==> config.mk <==
export PLATFORM = sky130hd
export DESIGN_NAME = riscv_decoder_flat
export DESIGN_NICKNAME = d
export VERILOG_FILES = /design/src/rtl/riscv_isa_pkg.sv /design/src/rtl/riscv_alu_if.sv /design/src/rtl/riscv_decoder.sv /design/src/flat_wrapper.sv
export SDC_FILE = /design/constraint.sdc
export NUM_CORES = 1
export LEC_CHECK = 0
export BUFFER_PORTS_ARGS = -buffer_cell sky130_fd_sc_hd__buf_2
export CAP_MARGIN = 20
export CORE_MARGIN = 3
export CORE_UTILIZATION = 29
export DETAILED_ROUTE_END_ITERATION = 10
export GPL_ROUTABILITY_DRIVEN = 0
export PLACE_DENSITY = 0.76
export SYNTH_ARGS = -nofsm -noshare
export SYNTH_HDL_FRONTEND = slang
export SYNTH_SLANG_ARGS = --single-unit
==> constraint.sdc <==
create_clock -name vclk -period 1.65
set_clock_uncertainty 0.15 [all_clocks]
set_input_delay 0.165 -clock vclk [all_inputs]
set_output_delay 0.165 -clock vclk [all_outputs]
set_load 0.01 [all_outputs]
==> src/rtl/riscv_isa_pkg.sv <==
package riscv_isa_pkg;

  // Data and instruction widths
  localparam int xlen       = 64;
  localparam int reg_addr_w = 5;
  localparam int ilen       = 32;

  // Bit 4 selects the 32-bit word form, low nibble selects the operation
  typedef enum logic [4:0] {
    alu_add  = 5'b0_0000,
    alu_sub  = 5'b0_0001,
    alu_sll  = 5'b0_0010,
    alu_slt  = 5'b0_0011,
    alu_sltu = 5'b0_0100,
    alu_xor  = 5'b0_0101,
    alu_srl  = 5'b0_0110,
    alu_sra  = 5'b0_0111,
    alu_or   = 5'b0_1000,
    alu_and  = 5'b0_1001,
    alu_jalr = 5'b0_1010,
    alu_addw = 5'b1_0000,
    alu_subw = 5'b1_0001,
    alu_sllw = 5'b1_0010,
    alu_srlw = 5'b1_0110,
    alu_sraw = 5'b1_0111
  } alu_op_t;

  // Major opcodes
  localparam logic [6:0] opc_op        = 7'b0110011;
  localparam logic [6:0] opc_op_imm    = 7'b0010011;
  localparam logic [6:0] opc_op_32     = 7'b0111011;
  localparam logic [6:0] opc_op_imm_32 = 7'b0011011;
  localparam logic [6:0] opc_jalr      = 7'b1100111;

  // funct3 field
  localparam logic [2:0] f3_add_sub = 3'b000;
  localparam logic [2:0] f3_sll     = 3'b001;
  localparam logic [2:0] f3_slt     = 3'b010;
  localparam logic [2:0] f3_sltu    = 3'b011;
  localparam logic [2:0] f3_xor     = 3'b100;
  localparam logic [2:0] f3_srl_sra = 3'b101;
  localparam logic [2:0] f3_or      = 3'b110;
  localparam logic [2:0] f3_and     = 3'b111;

  // funct7 field
  localparam logic [6:0] f7_base = 7'b0000000;
  localparam logic [6:0] f7_alt  = 7'b0100000;

endpackage

==> src/rtl/riscv_alu_if.sv <==
`timescale 1ns/10ps

interface riscv_alu_if;

  riscv_isa_pkg::alu_op_t                     alu_ctrl;
  logic signed [riscv_isa_pkg::xlen-1:0]      rs1data;
  logic signed [riscv_isa_pkg::xlen-1:0]      rs2data;
  logic signed [riscv_isa_pkg::xlen-1:0]      result;

  // Decoder drives the operation only
  modport decode (
    output alu_ctrl
  );

  // Operands come from the top
  modport alu (
    input  alu_ctrl,
    input  rs1data,
    input  rs2data,
    output result
  );

endinterface

==> src/rtl/riscv_decoder.sv <==
`timescale 1ns/10ps

module riscv_decoder (
  input  logic [riscv_isa_pkg::ilen-1:0]       i_instr,
  output logic [riscv_isa_pkg::reg_addr_w-1:0] o_rs1_addr,
  output logic [riscv_isa_pkg::reg_addr_w-1:0] o_rs2_addr,
  output logic [riscv_isa_pkg::reg_addr_w-1:0] o_rd_addr,
  output logic [riscv_isa_pkg::xlen-1:0]       o_imm,
  output logic                                 o_use_imm,
  output logic                                 o_wr_en,
  output logic                                 o_is_jalr,
  output logic                                 o_illegal,
  riscv_alu_if.decode                          i_alu
);

  logic [6:0]             opcode;
  logic [2:0]             funct3;
  logic [6:0]             funct7;
  logic                   f7_is_base;
  logic                   f7_is_alt;
  logic                   legal;
  logic                   is_word;
  logic                   use_imm;
  logic                   jalr;
  riscv_isa_pkg::alu_op_t op;

  assign opcode     = i_instr[6:0];
  assign o_rd_addr  = i_instr[11:7];
  assign funct3     = i_instr[14:12];
  assign o_rs1_addr = i_instr[19:15];
  assign o_rs2_addr = i_instr[24:20];
  assign funct7     = i_instr[31:25];

  // I-type immediate, sign extended
  assign o_imm = {{(riscv_isa_pkg::xlen-12){i_instr[31]}}, i_instr[31:20]};

  assign f7_is_base = (funct7 == riscv_isa_pkg::f7_base);
  assign f7_is_alt  = (funct7 == riscv_isa_pkg::f7_alt);

  // Legality and instruction class
  always_comb begin
    legal   = 1'b0;
    is_word = 1'b0;
    use_imm = 1'b0;
    jalr    = 1'b0;
    case (opcode)
      riscv_isa_pkg::opc_op: begin
        legal = f7_is_base || (f7_is_alt && (funct3 == riscv_isa_pkg::f3_add_sub ||
                                             funct3 == riscv_isa_pkg::f3_srl_sra));
      end
      riscv_isa_pkg::opc_op_32: begin
        is_word = 1'b1;
        case (funct3)
          riscv_isa_pkg::f3_add_sub,
          riscv_isa_pkg::f3_srl_sra: legal = f7_is_base || f7_is_alt;
          riscv_isa_pkg::f3_sll:     legal = f7_is_base;
          default:                   legal = 1'b0;
        endcase
      end
      riscv_isa_pkg::opc_op_imm: begin
        use_imm = 1'b1;
        // 6-bit shamt leaves only funct7[6:1] to check
        case (funct3)
          riscv_isa_pkg::f3_sll:     legal = (funct7[6:1] == 6'b0);
          riscv_isa_pkg::f3_srl_sra: legal = (funct7[6:1] == 6'b0) ||
                                             (funct7[6:1] == riscv_isa_pkg::f7_alt[6:1]);
          default:                   legal = 1'b1;
        endcase
      end
      riscv_isa_pkg::opc_op_imm_32: begin
        use_imm = 1'b1;
        is_word = 1'b1;
        case (funct3)
          riscv_isa_pkg::f3_add_sub: legal = 1'b1;
          riscv_isa_pkg::f3_sll:     legal = f7_is_base;
          riscv_isa_pkg::f3_srl_sra: legal = f7_is_base || f7_is_alt;
          default:                   legal = 1'b0;
        endcase
      end
      riscv_isa_pkg::opc_jalr: begin
        use_imm = 1'b1;
        jalr    = 1'b1;
        // JALR needs funct3 of zero
        legal   = (funct3 == 3'b000);
      end
      default: legal = 1'b0;
    endcase
  end

  // ALU operation select
  always_comb begin
    op = riscv_isa_pkg::alu_add;
    case (funct3)
      riscv_isa_pkg::f3_add_sub: begin
        // Immediate forms have no subtract
        if (f7_is_alt && !use_imm) begin
          op = is_word ? riscv_isa_pkg::alu_subw : riscv_isa_pkg::alu_sub;
        end else begin
          op = is_word ? riscv_isa_pkg::alu_addw : riscv_isa_pkg::alu_add;
        end
      end
      riscv_isa_pkg::f3_sll:  op = is_word ? riscv_isa_pkg::alu_sllw : riscv_isa_pkg::alu_sll;
      riscv_isa_pkg::f3_slt:  op = riscv_isa_pkg::alu_slt;
      riscv_isa_pkg::f3_sltu: op = riscv_isa_pkg::alu_sltu;
      riscv_isa_pkg::f3_xor:  op = riscv_isa_pkg::alu_xor;
      riscv_isa_pkg::f3_srl_sra: begin
        if (funct7[5]) begin
          op = is_word ? riscv_isa_pkg::alu_sraw : riscv_isa_pkg::alu_sra;
        end else begin
          op = is_word ? riscv_isa_pkg::alu_srlw : riscv_isa_pkg::alu_srl;
        end
      end
      riscv_isa_pkg::f3_or:   op = riscv_isa_pkg::alu_or;
      riscv_isa_pkg::f3_and:  op = riscv_isa_pkg::alu_and;
      default:                op = riscv_isa_pkg::alu_add;
    endcase
    if (jalr) begin
      op = riscv_isa_pkg::alu_jalr;
    end
  end

  assign i_alu.alu_ctrl = op;
  assign o_use_imm      = use_imm;
  assign o_illegal      = !legal;
  assign o_is_jalr      = jalr && legal;
  // No link write since the unit has no PC
  assign o_wr_en        = legal && !jalr && (o_rd_addr != '0);

endmodule

==> src/flat_wrapper.sv <==
// flat-port wrapper written by rule: the top's interface ports become plain ports
module riscv_decoder_flat 
  (i_instr, o_rs1_addr, o_rs2_addr, o_rd_addr, o_imm, o_use_imm, o_wr_en, o_is_jalr, o_illegal, i_alu_alu_ctrl);
  riscv_alu_if i_alu_i ();
  input  logic [riscv_isa_pkg::ilen-1:0] i_instr;
  output logic [riscv_isa_pkg::reg_addr_w-1:0] o_rs1_addr;
  output logic [riscv_isa_pkg::reg_addr_w-1:0] o_rs2_addr;
  output logic [riscv_isa_pkg::reg_addr_w-1:0] o_rd_addr;
  output logic [riscv_isa_pkg::xlen-1:0] o_imm;
  output logic o_use_imm;
  output logic o_wr_en;
  output logic o_is_jalr;
  output logic o_illegal;
  output wire logic [$bits(i_alu_i.alu_ctrl)-1:0] i_alu_alu_ctrl;
  assign i_alu_alu_ctrl = i_alu_i.alu_ctrl;
  riscv_decoder u_core (.i_instr(i_instr), .o_rs1_addr(o_rs1_addr), .o_rs2_addr(o_rs2_addr), .o_rd_addr(o_rd_addr), .o_imm(o_imm), .o_use_imm(o_use_imm), .o_wr_en(o_wr_en), .o_is_jalr(o_is_jalr), .o_illegal(o_illegal), .i_alu(i_alu_i));
endmodule
# After elaboration in Yosys (flattened, before gate mapping)
# Cells that the tools add are included.
totals:
  ff_bits: 0
  input_bits: 32
  out_inout_bits: 88
  elab_cells: 49
op_classes:
  eq_ne: 14
  muxes: 16
  reduce_logical: 19
ops:
  columns: ["cell", "n"]
  rows:
  - ["$mux W5", 8]
  - ["$pmux W5 S8", 1]
  - ["$eq A7 B6 Y1 const B", 3]
  - ["$eq A7 B5 Y1 const B", 2]
  - ["$eq A3 B3 Y1 const B", 4]
  - ["$eq A7 B7 Y1 const B", 1]
  - ["$logic_not A7 Y1", 1]
  - ["$eq A3 B2 Y1 const B", 2]
  - ["$eq A6 B5 Y1 const B", 1]
  - ["$logic_not A6 Y1", 1]
  - ["$logic_and A1 B1 Y1", 5]
  - ["$pmux W1 S5", 1]
  - ["$reduce_bool A5 Y1", 1]
  - ["$logic_or A1 B1 Y1", 4]
  - ["$pmux W1 S2", 2]
  - ["$reduce_or A2 Y1", 2]
  - ["$eq A3 B1 Y1 const B", 1]
  - ["$logic_not A1 Y1", 3]
  - ["$logic_not A3 Y1", 1]
  - ["$mux W1", 3]
  - ["$pmux W1 S3", 1]
  - ["$reduce_or A3 Y1", 1]

# Depth between registers and ports, before layout
# Gate-level depths: netlist of run 1.
depth:
  word_depth: 8
  mapped_depth: 5
  mapped_depth_nobuf: 4

# Worst setup path before layout of run 1
# OpenSTA, ideal clock, no wires.
synth_path:
  path_type: "input to output"
  start: "input port i_instr[27] (netlist bit)"
  end: "output port o_wr_en"
  arrival_ns: 1.461
  required_time_ns: 1.335
  setup_slack_ns: -0.126
  path_stages: 4
  n_path_buf: 0
  path_cell_list: "or4_4 -> o31a_1 -> o32ai_2 -> o221a_1"
synth_between:
  elab_chain_cells: 6
  word_cells_on_any_way: 14
  cone_classes: "eq/ne: 2; mux: 4; reduce/logical: 8"
synth_rtl:
  columns: ["item", "line", "rtl"]
  rows:
  - ["start, declared", "flat_wrapper.sv:5", "input logic [riscv_isa_pkg::ilen-1:0] i_instr;"]
  - ["$eq A7 B6 Y1, or another cell as far along", "riscv_decoder.sv:38", "assign f7_is_alt = (funct7 == riscv_isa_pkg::f7_alt);"]
  - ["$logic_or A1 B1 Y1, or another cell as far along", "riscv_decoder.sv:55, riscv_decoder.sv:76", null]
  - ["$pmux W1 S3, or another cell as far along", "riscv_decoder.sv:73", "case (funct3)"]
  - ["$pmux W1 S5 (*)", "riscv_decoder.sv:46", "case (opcode)"]
  - ["$logic_and A1 B1 Y1 (*) (2 in series)", "riscv_decoder.sv:127", "assign o_wr_en = legal && !jalr && (o_rd_addr != '0);"]
  - ["end, declared", "flat_wrapper.sv:11", "output logic o_wr_en;"]
# Mark *: on every way between the ends. The rest lies on a longest branch, timed or not.

# Final worst setup path of run 1
# Same ends and word-level chain as after synthesis.

==> results.json, run 1 <==
{
  "outcome": "finished, violations left",
  "violations": "negative setup slack",
  "seq_power_share": 0,
  "grt_pass1_wl_um": 2525,
  "setup_violations": 3,
  "holdWs_ps": 180.0,
  "switching_share": 0.5239,
  "area_growth_syn_to_layout_pct": 8.023,
  "synth_cell_types": 28,
  "finalHoldViolCount": 0,
  "period_share": 1.180,
  "yosys-top-cells-area": "buf_4, nor2b_1, nand2_1",
  "wl_um": 1956,
  "place_area_um2": 909.6,
  "power_mw": 0.2481,
  "p_per_area_nw_per_um2": 262.9,
  "power.net_switching_mw": 0.1300,
  "die_area_um2": 3706,
  "drc": 0,
  "first_global_vias": 621,
  "combPwrFrac": 1.000,
  "setup.worst_path.class": "primary input to primary output",
  "fp-row-count": 19,
  "min_path_type": "primary input to primary output",
  "crit_fanout": 3,
  "tightest_slew_ps": 242.5,
  "synth_fp_nets": 154,
  "dp_slack_ps": -346.0,
  "final_cells": 184,
  "max-vdd-ir-drop_v": 0.0001080,
  "synth_top_area_frac": 0.6791,
  "yosys-top-cells-count": "buf_4, nand2_1, nor2b_1",
  "num_antenna_cells": 0,
  "drt_iter0_drc": 34,
  "syn_area_um2": 873.3,
  "clkPwrFrac": 0,
  "vias": 777,
  "yosysTopAreaCell": "buf_4",
  "dp.cells": 183,
  "fin_ws_ps": -297.7,
  "avgViaCountPerCell": 4.223,
  "synth.most_common_cell": "buf_4",
  "synthCells": 122,
  "clockBufferCount": 0,
  "max_cap_viol_count": 0,
  "hpwl_um": 1701,
  "synth_area_per_cell_um2": 7.159,
  "drive_gt1_frac": 0.7778,
  "end_kind": "primary output",
  "wl_per_cell_um": 10.63,
  "yosysWarnings": 0,
  "overflow": 0,
  "antenna_found_initial": 0,
  "slew_viol_final": 0,
  "seq_cell_count": 0,
  "startpoint_type": "primary input",
  "worstPathArrival_ps": 1630,
  "die_h_um": 60.88,
  "cp.buffers_inverters": 2,
  "fmaxAchievable_mhz": 513.4,
  "slew_headroom": 0.8368,
  "crit_path_top_delay_cell": "or4_4",
  "start_util": 0.3113,
  "nets": 187,
  "critPathRequiredTime_ps": 1330,
  "stdcell_area_um2": 943.4,
  "utilization": 0.3363,
  "fin_crit_ps": 1948,
  "seq_area_um2": 0,
  "intPower_mw": 0.1181,
  "max_stage_delay_ps": 550,
  "core_area_um2": 2805,
  "grt_use_total": 0.08506,
  "io_buffers": 95,
  "p_leak_nw": 0.5766,
  "ys_seq_area_frac": 0,
  "dieWidth_um": 60.88,
  "firstDrtPassIters": 4,
  "ctsHoldBuffers": 0,
  "grt_max_degree": 30,
  "ios": 120,
  "ant_nets": 0,
  "crit_chain": "buf_6 -> or4_4 -> o31a_1 -> o32ai_2 -> o221a_1 -> buf_2",
  "tns_ps": -635.4,
  "rsz0062_at_grt": "yes",
  "worst_path_dominant_cell_family": "compound AO/OA/AOI/OAI gates"
}
[cell type report]
class | count | area (µm²)
multi-input combinational | 39 | 281.5
inverter | 2 | 7.507
tap | 31 | 38.79
timing repair buffer | 112 | 615.6
fill | 330 | 1862
[layer usage]
layer,part of all wire,GRT usage,vias to the layer above
met5,0,0,-
met4,0,0,0
met3,0.14,0.02979,0
met2,0.47,0.1557,62
met1,0.39,0.1015,322
li1,-,-,393
[repair_timing]
item                       4_1_cts  5_1_grt
pin swaps                        2        2
setup endpoints to repair        7        3
hold endpoints to repair         0        0
setup buffers                    1        0
gates resized for setup          3        3
[kinds of logic (layout without fill, tap and decap cells)]
kind of cell / after synthesis / count (layout) / synth area share
and+or+nand+nor: 28 / 28 / 0.1848
AOI/OAI and AO/OA: 10 / 10 / 0.1074
buffers and inverters: 83 / 114 / 0.6963
muxes: 1 / 1 / 0.01146
[layout by cell type, fill, tap and decap left out, drive strengths merged]
master and instances:
a21oi 1, mux2i 1, nor2b 5, o31a 2
or3 1, o31ai 1, nand3 1, a311oi 1
and3 1, nor4bb 1, o221a 1, a221o 1
or4b 1, o32ai 1, buf 112, or4 2
nand4 1, nor3 3, inv 2, o21ai 1
and4 1, nor2 4, nand2 6, nor4 1
a2111o 1
[worst paths after layout]
kind	end	slack [ps]	cells past startpoint	from
worst min-delay path	o_rs1_addr[1]	180	0	i_instr[16]
worst max-delay path	o_wr_en	-300	6	i_instr[27]
[power by group through the flow]
stage / clock, mW / sequential (mW) / combinational [mW]
floorplan: 0 / 0 / 0.235
global placement: 0 / 0 / 0.242
detailed placement: 0 / 0 / 0.246
CTS: 0 / 0 / 0.249
global route: 0 / 0 / 0.272
finish: 0 / 0 / 0.248
(Power assumes the default switching activity.)
==> inputs of run 2 (changes only) <==
==> constraint.sdc (replaced) <==
create_clock -name vclk -period 1.7
set_clock_uncertainty 0.15 [all_clocks]
set_input_delay 0 -clock vclk [all_inputs]
set_output_delay 0 -clock vclk [all_outputs]
set_load 0.01 [all_outputs]
==> run 2 against run 1 <==
Net effect:
- the flow now finishes without violations
- flip-flop and latch count unchanged
- worst setup slack better by 370 ps
- utilization down 1.2 points
- largest cell class unchanged
==> results.json, run 2 (synthesis gave the netlist of run 1 again) <==
{
  "outcome": "finished clean",
  "final_cells": 180,
  "io_buffers": 95,
  "drive_gt1_frac": 0.6846,
  "start_util": 0.3113,
  "endpoint": "o_wr_en",
  "clockBufferCount": 0,
  "grt_pass1_wl_um": 2504,
  "place_area_um2": 809.5,
  "first_global_vias": 573,
  "final_common_cell": "buf_2",
  "fmaxAchievable_mhz": 614.3,
  "holdWs_ps": 48.50,
  "setup.worst_path.class": "primary input to primary output",
  "p_per_area_nw_per_um2": 272.3,
  "ios": 120,
  "fin_crit_ps": 1628,
  "hpwl_um": 1589,
  "tightest_slew_ps": 305.8,
  "core_area_um2": 2805,
  "wl_um": 1967,
  "grt_use_total": 0.08290,
  "critPathRequiredTime_ps": 1550,
  "end_kind": "primary output",
  "firstDrtPassIters": 3,
  "grt_max_degree": 52,
  "die_area_um2": 3706,
  "slew_viol_final": 0,
  "p_leak_nw": 0.5432,
  "die_h_um": 60.88,
  "vias": 753,
  "dieWidth_um": 60.88,
  "seq_area_um2": 0,
  "seq_cell_count": 0,
  "ant_nets": 0,
  "wl_per_cell_um": 10.93,
  "fillerInstances": 325,
  "min_path_type": "primary input to primary output",
  "startpoint_type": "primary input",
  "antenna_found_initial": 0,
  "final_cell_mix": "buf_2, dlygate4sd3_1, nand2_1",
  "startpoint": "i_instr[27]",
  "tns_ps": 0,
  "max_cap_viol_count": 0,
  "cts_setup_buffers": 0,
  "setup_violations": 0,
  "stdcell_area_um2": 909.6,
  "dp.cells": 170,
  "num_antenna_cells": 0,
  "rsz0062_at_grt": "no",
  "fp-row-count": 19,
  "slew_headroom": 0.7962,
  "finalHoldViolCount": 0,
  "cts_resized": 0,
  "crit_fanout": 3,
  "area_growth_syn_to_layout_pct": 4.155,
  "overflow": 0,
  "nets": 183,
  "drc": 0,
  "avgViaCountPerCell": 4.183,
  "max-vdd-ir-drop_v": 0.0001203,
  "period_share": 0.9576,
  "worstPathArrival_ps": 1480,
  "drt_iter0_drc": 44
}
## run 2: cell count changes in the layout (fill, tap and decap cells not counted), moves of 2 or more
cell	change
buf_2	+2
buf_4	-14
buf_6	-2
dlygate4sd3_1	+10
nor3_1	+2
nor3_2	-2
## run 2: worst max-delay path: stages
cell     delay [ps]
buf_2           100
or4_4           540
o31a_1          260
o32ai_2         240
o221a_1         210
buf_2           120
## run 2: how the worst min path moves through the flow
stage,startpoint,to,slack [ps],cells past startpoint
CTS,i_instr[10],o_rd_addr[3],50,2
global route,i_instr[9],o_rd_addr[2],60,2
finish,i_instr[7],o_rd_addr[0],50,2
global placement,i_instr[17],o_rs1_addr[2],-150,0
floorplan,i_instr[20],o_imm[0],-60,1
detailed placement,i_instr[17],o_rs1_addr[2],-150,0
## run 2: timing repair
action | CTS | global route
hold buffers | 10 | 0
endpoints found under the setup margin | 0 | 1
hold endpoints to repair | 15 | 0
## run 2: where the power goes
| group | switching, mW | leakage, nW | internal [mW] |
|---|---|---|---|
| clock | 0 | 0 | 0 |
| combinational | 0.137 | 0.543 | 0.111 |
| sequential | 0 | 0 | 0 |
| total | 0.137 | 0.543 | 0.111 |
## run 2: layer usage
metal  wire [µm]  track usage
met5           0            0
met4           0            0
met3         273      0.01915
met2         949       0.1405
met1         743       0.1140
## run 2: per-stage QoR
stage	setup slack (ps)	utilization	total power, mW
2_1_floorplan	253.5	-	0.2284
3_3_place_gp	52.78	0.2886	0.2155
3_5_place_dp	19.54	0.2886	0.2184
4_1_cts	19.54	0.3243	0.2506
5_1_grt	20.91	0.3243	0.2718
6_report	72.07	0.3243	0.2477
## run 2: layout make-up
| type | instances | area, µm² | area share |
|---|---|---|---|
| timing repair buffer | 108 | 598.1 | 0.6575 |
| multi-input combinational | 39 | 265.3 | 0.2916 |
| inverter | 2 | 7.507 | 0.008253 |
| tap | 31 | 38.79 | 0.04264 |
==> inputs of run 3 (changes only) <==
- CORE_UTILIZATION: 29 -> 30
- PLACE_DENSITY: 0.76 -> 0.75
- clock period: 1.7 -> 1.5 ns (I/O delays scaled with it)
==> run 3 against run 2 <==
Net effect:
- the flow now finishes with violations (negative setup slack)
- final cell count is 1.7% higher
- utilization grew 3.9 points
- combinational power rose by 17%
- routed wire length up 6.8%
- critical path depth unchanged
- worst setup slack got worse by 210 ps
- count of clock-buffer cells in the layout stayed put
- global-route usage grew 0.68 points
- via count is 2.9% higher
- die area down 3.0%
- critical path type unchanged
==> results.json, run 3 (synthesis gave the netlist of run 1 again) <==
{
  "die_area_um2": 3595,
  "p_leak_nw": 0.5675,
  "worst_path_dominant_cell_family": "compound AO/OA/AOI/OAI gates",
  "max-vdd-ir-drop_v": 0.0002103,
  "io_buffers": 95,
  "setup_violations": 3,
  "switching_share": 0.5483,
  "p_per_area_nw_per_um2": 305.1,
  "clkPwrFrac": 0,
  "grt_max_degree": 50,
  "crit_chain": "buf_6 -> or4_4 -> o31a_1 -> o32ai_2 -> o221a_1 -> buf_2",
  "combPwrFrac": 1.000,
  "tightest_slew_ps": 290.6,
  "drt_iter0_drc": 29,
  "seq_power_share": 0,
  "fp-row-count": 18,
  "power.net_switching_mw": 0.1589,
  "seq_area_um2": 0,
  "slew_headroom": 0.8063,
  "start_util": 0.3343,
  "setup.worst_path.class": "primary input to primary output",
  "ant_nets": 0,
  "fin_ws_ps": -142.3,
  "final_cell_mix": "buf_2, dlygate4sd3_1, buf_4",
  "rsz0062_at_grt": "yes",
  "hpwl_um": 1668,
  "min_path_type": "primary input to primary output",
  "outcome": "finished, violations left",
  "seq_cell_count": 0,
  "utilization": 0.3635,
  "period_share": 1.095,
  "fin_crit_ps": 1642,
  "wl_um": 2100,
  "max_stage_delay_ps": 540,
  "tns_ps": -291.8,
  "drive_gt1_frac": 0.6993,
  "clockBufferCount": 0,
  "max_cap_viol_count": 0,
  "crit_path_top_delay_cell": "or4_4",
  "first_global_vias": 644,
  "antenna_found_initial": 0,
  "overflow": 0,
  "startpoint_type": "primary input",
  "violations": "negative setup slack",
  "finalHoldViolCount": 0,
  "avgViaCountPerCell": 4.235,
  "fillerInstances": 295,
  "intPower_mw": 0.1309,
  "grt_pass1_wl_um": 2656,
  "drc": 0,
  "num_antenna_cells": 0,
  "critPathRequiredTime_ps": 1350,
  "nets": 187,
  "area_growth_syn_to_layout_pct": 8.739,
  "die_h_um": 59.96,
  "final_common_cell": "buf_2",
  "vias": 775,
  "dp_slack_ps": -189.2,
  "wl_per_cell_um": 11.48,
  "ios": 120,
  "fmaxAchievable_mhz": 608.9,
  "firstDrtPassIters": 4,
  "dieWidth_um": 59.96,
  "worstPathArrival_ps": 1490,
  "grt_use_total": 0.08971,
  "core_area_um2": 2613,
  "cp.buffers_inverters": 2,
  "slew_viol_final": 0,
  "end_kind": "primary output",
  "power_mw": 0.2897,
  "crit_fanout": 3
}
## run 3: repair_timing
action                     in CTS  in global routing
setup buffers                   1                  0
hold buffers                   10                  0
setup endpoints to repair       3                  3
gates resized for setup         1                  1
hold endpoints to repair       15                  0
pin swaps                       1                  0
## run 3: per-layer routing
layer,GRT usage,up-vias,part of all wire
li1,-,393,-
met5,0,-,0
met3,0.006479,2,0.14
met4,0.009494,0,0.0095
met1,0.1148,313,0.38
met2,0.1667,67,0.48
## run 3: final cells by class
type / instances / area (µm²) / area share
inverter: 2 / 7.507 / 0.007905
timing repair buffer: 112 / 634.4 / 0.6680
tap: 30 / 37.54 / 0.03953
multi-input combinational: 39 / 270.3 / 0.2846
## run 3: path summary, 6_finish.rpt
check / from / endpoint / slack [ps] / cells after the start
max: i_instr[27] / o_wr_en / -140 / 6
min: i_instr[27] / o_imm[7] / 30 / 2
## run 3: power groups by stage
stage | sequential, mW | clock, mW | combinational (mW)
floorplan | 0 | 0 | 0.259
global placement | 0 | 0 | 0.251
detailed placement | 0 | 0 | 0.253
CTS | 0 | 0 | 0.292
global route | 0 | 0 | 0.315
finish | 0 | 0 | 0.290
## run 3: stage by stage
stage          instance area (µm²)  hold WS [ps]  cells
2_1_floorplan                873.3        -58.23    122
5_1_grt                      949.7         42.00    183
3_5_place_dp                 830.8        -149.9    172
6_report                     949.7         32.56    183
3_3_place_gp                 830.8        -149.9    172
4_1_cts                      944.7         35.28    183
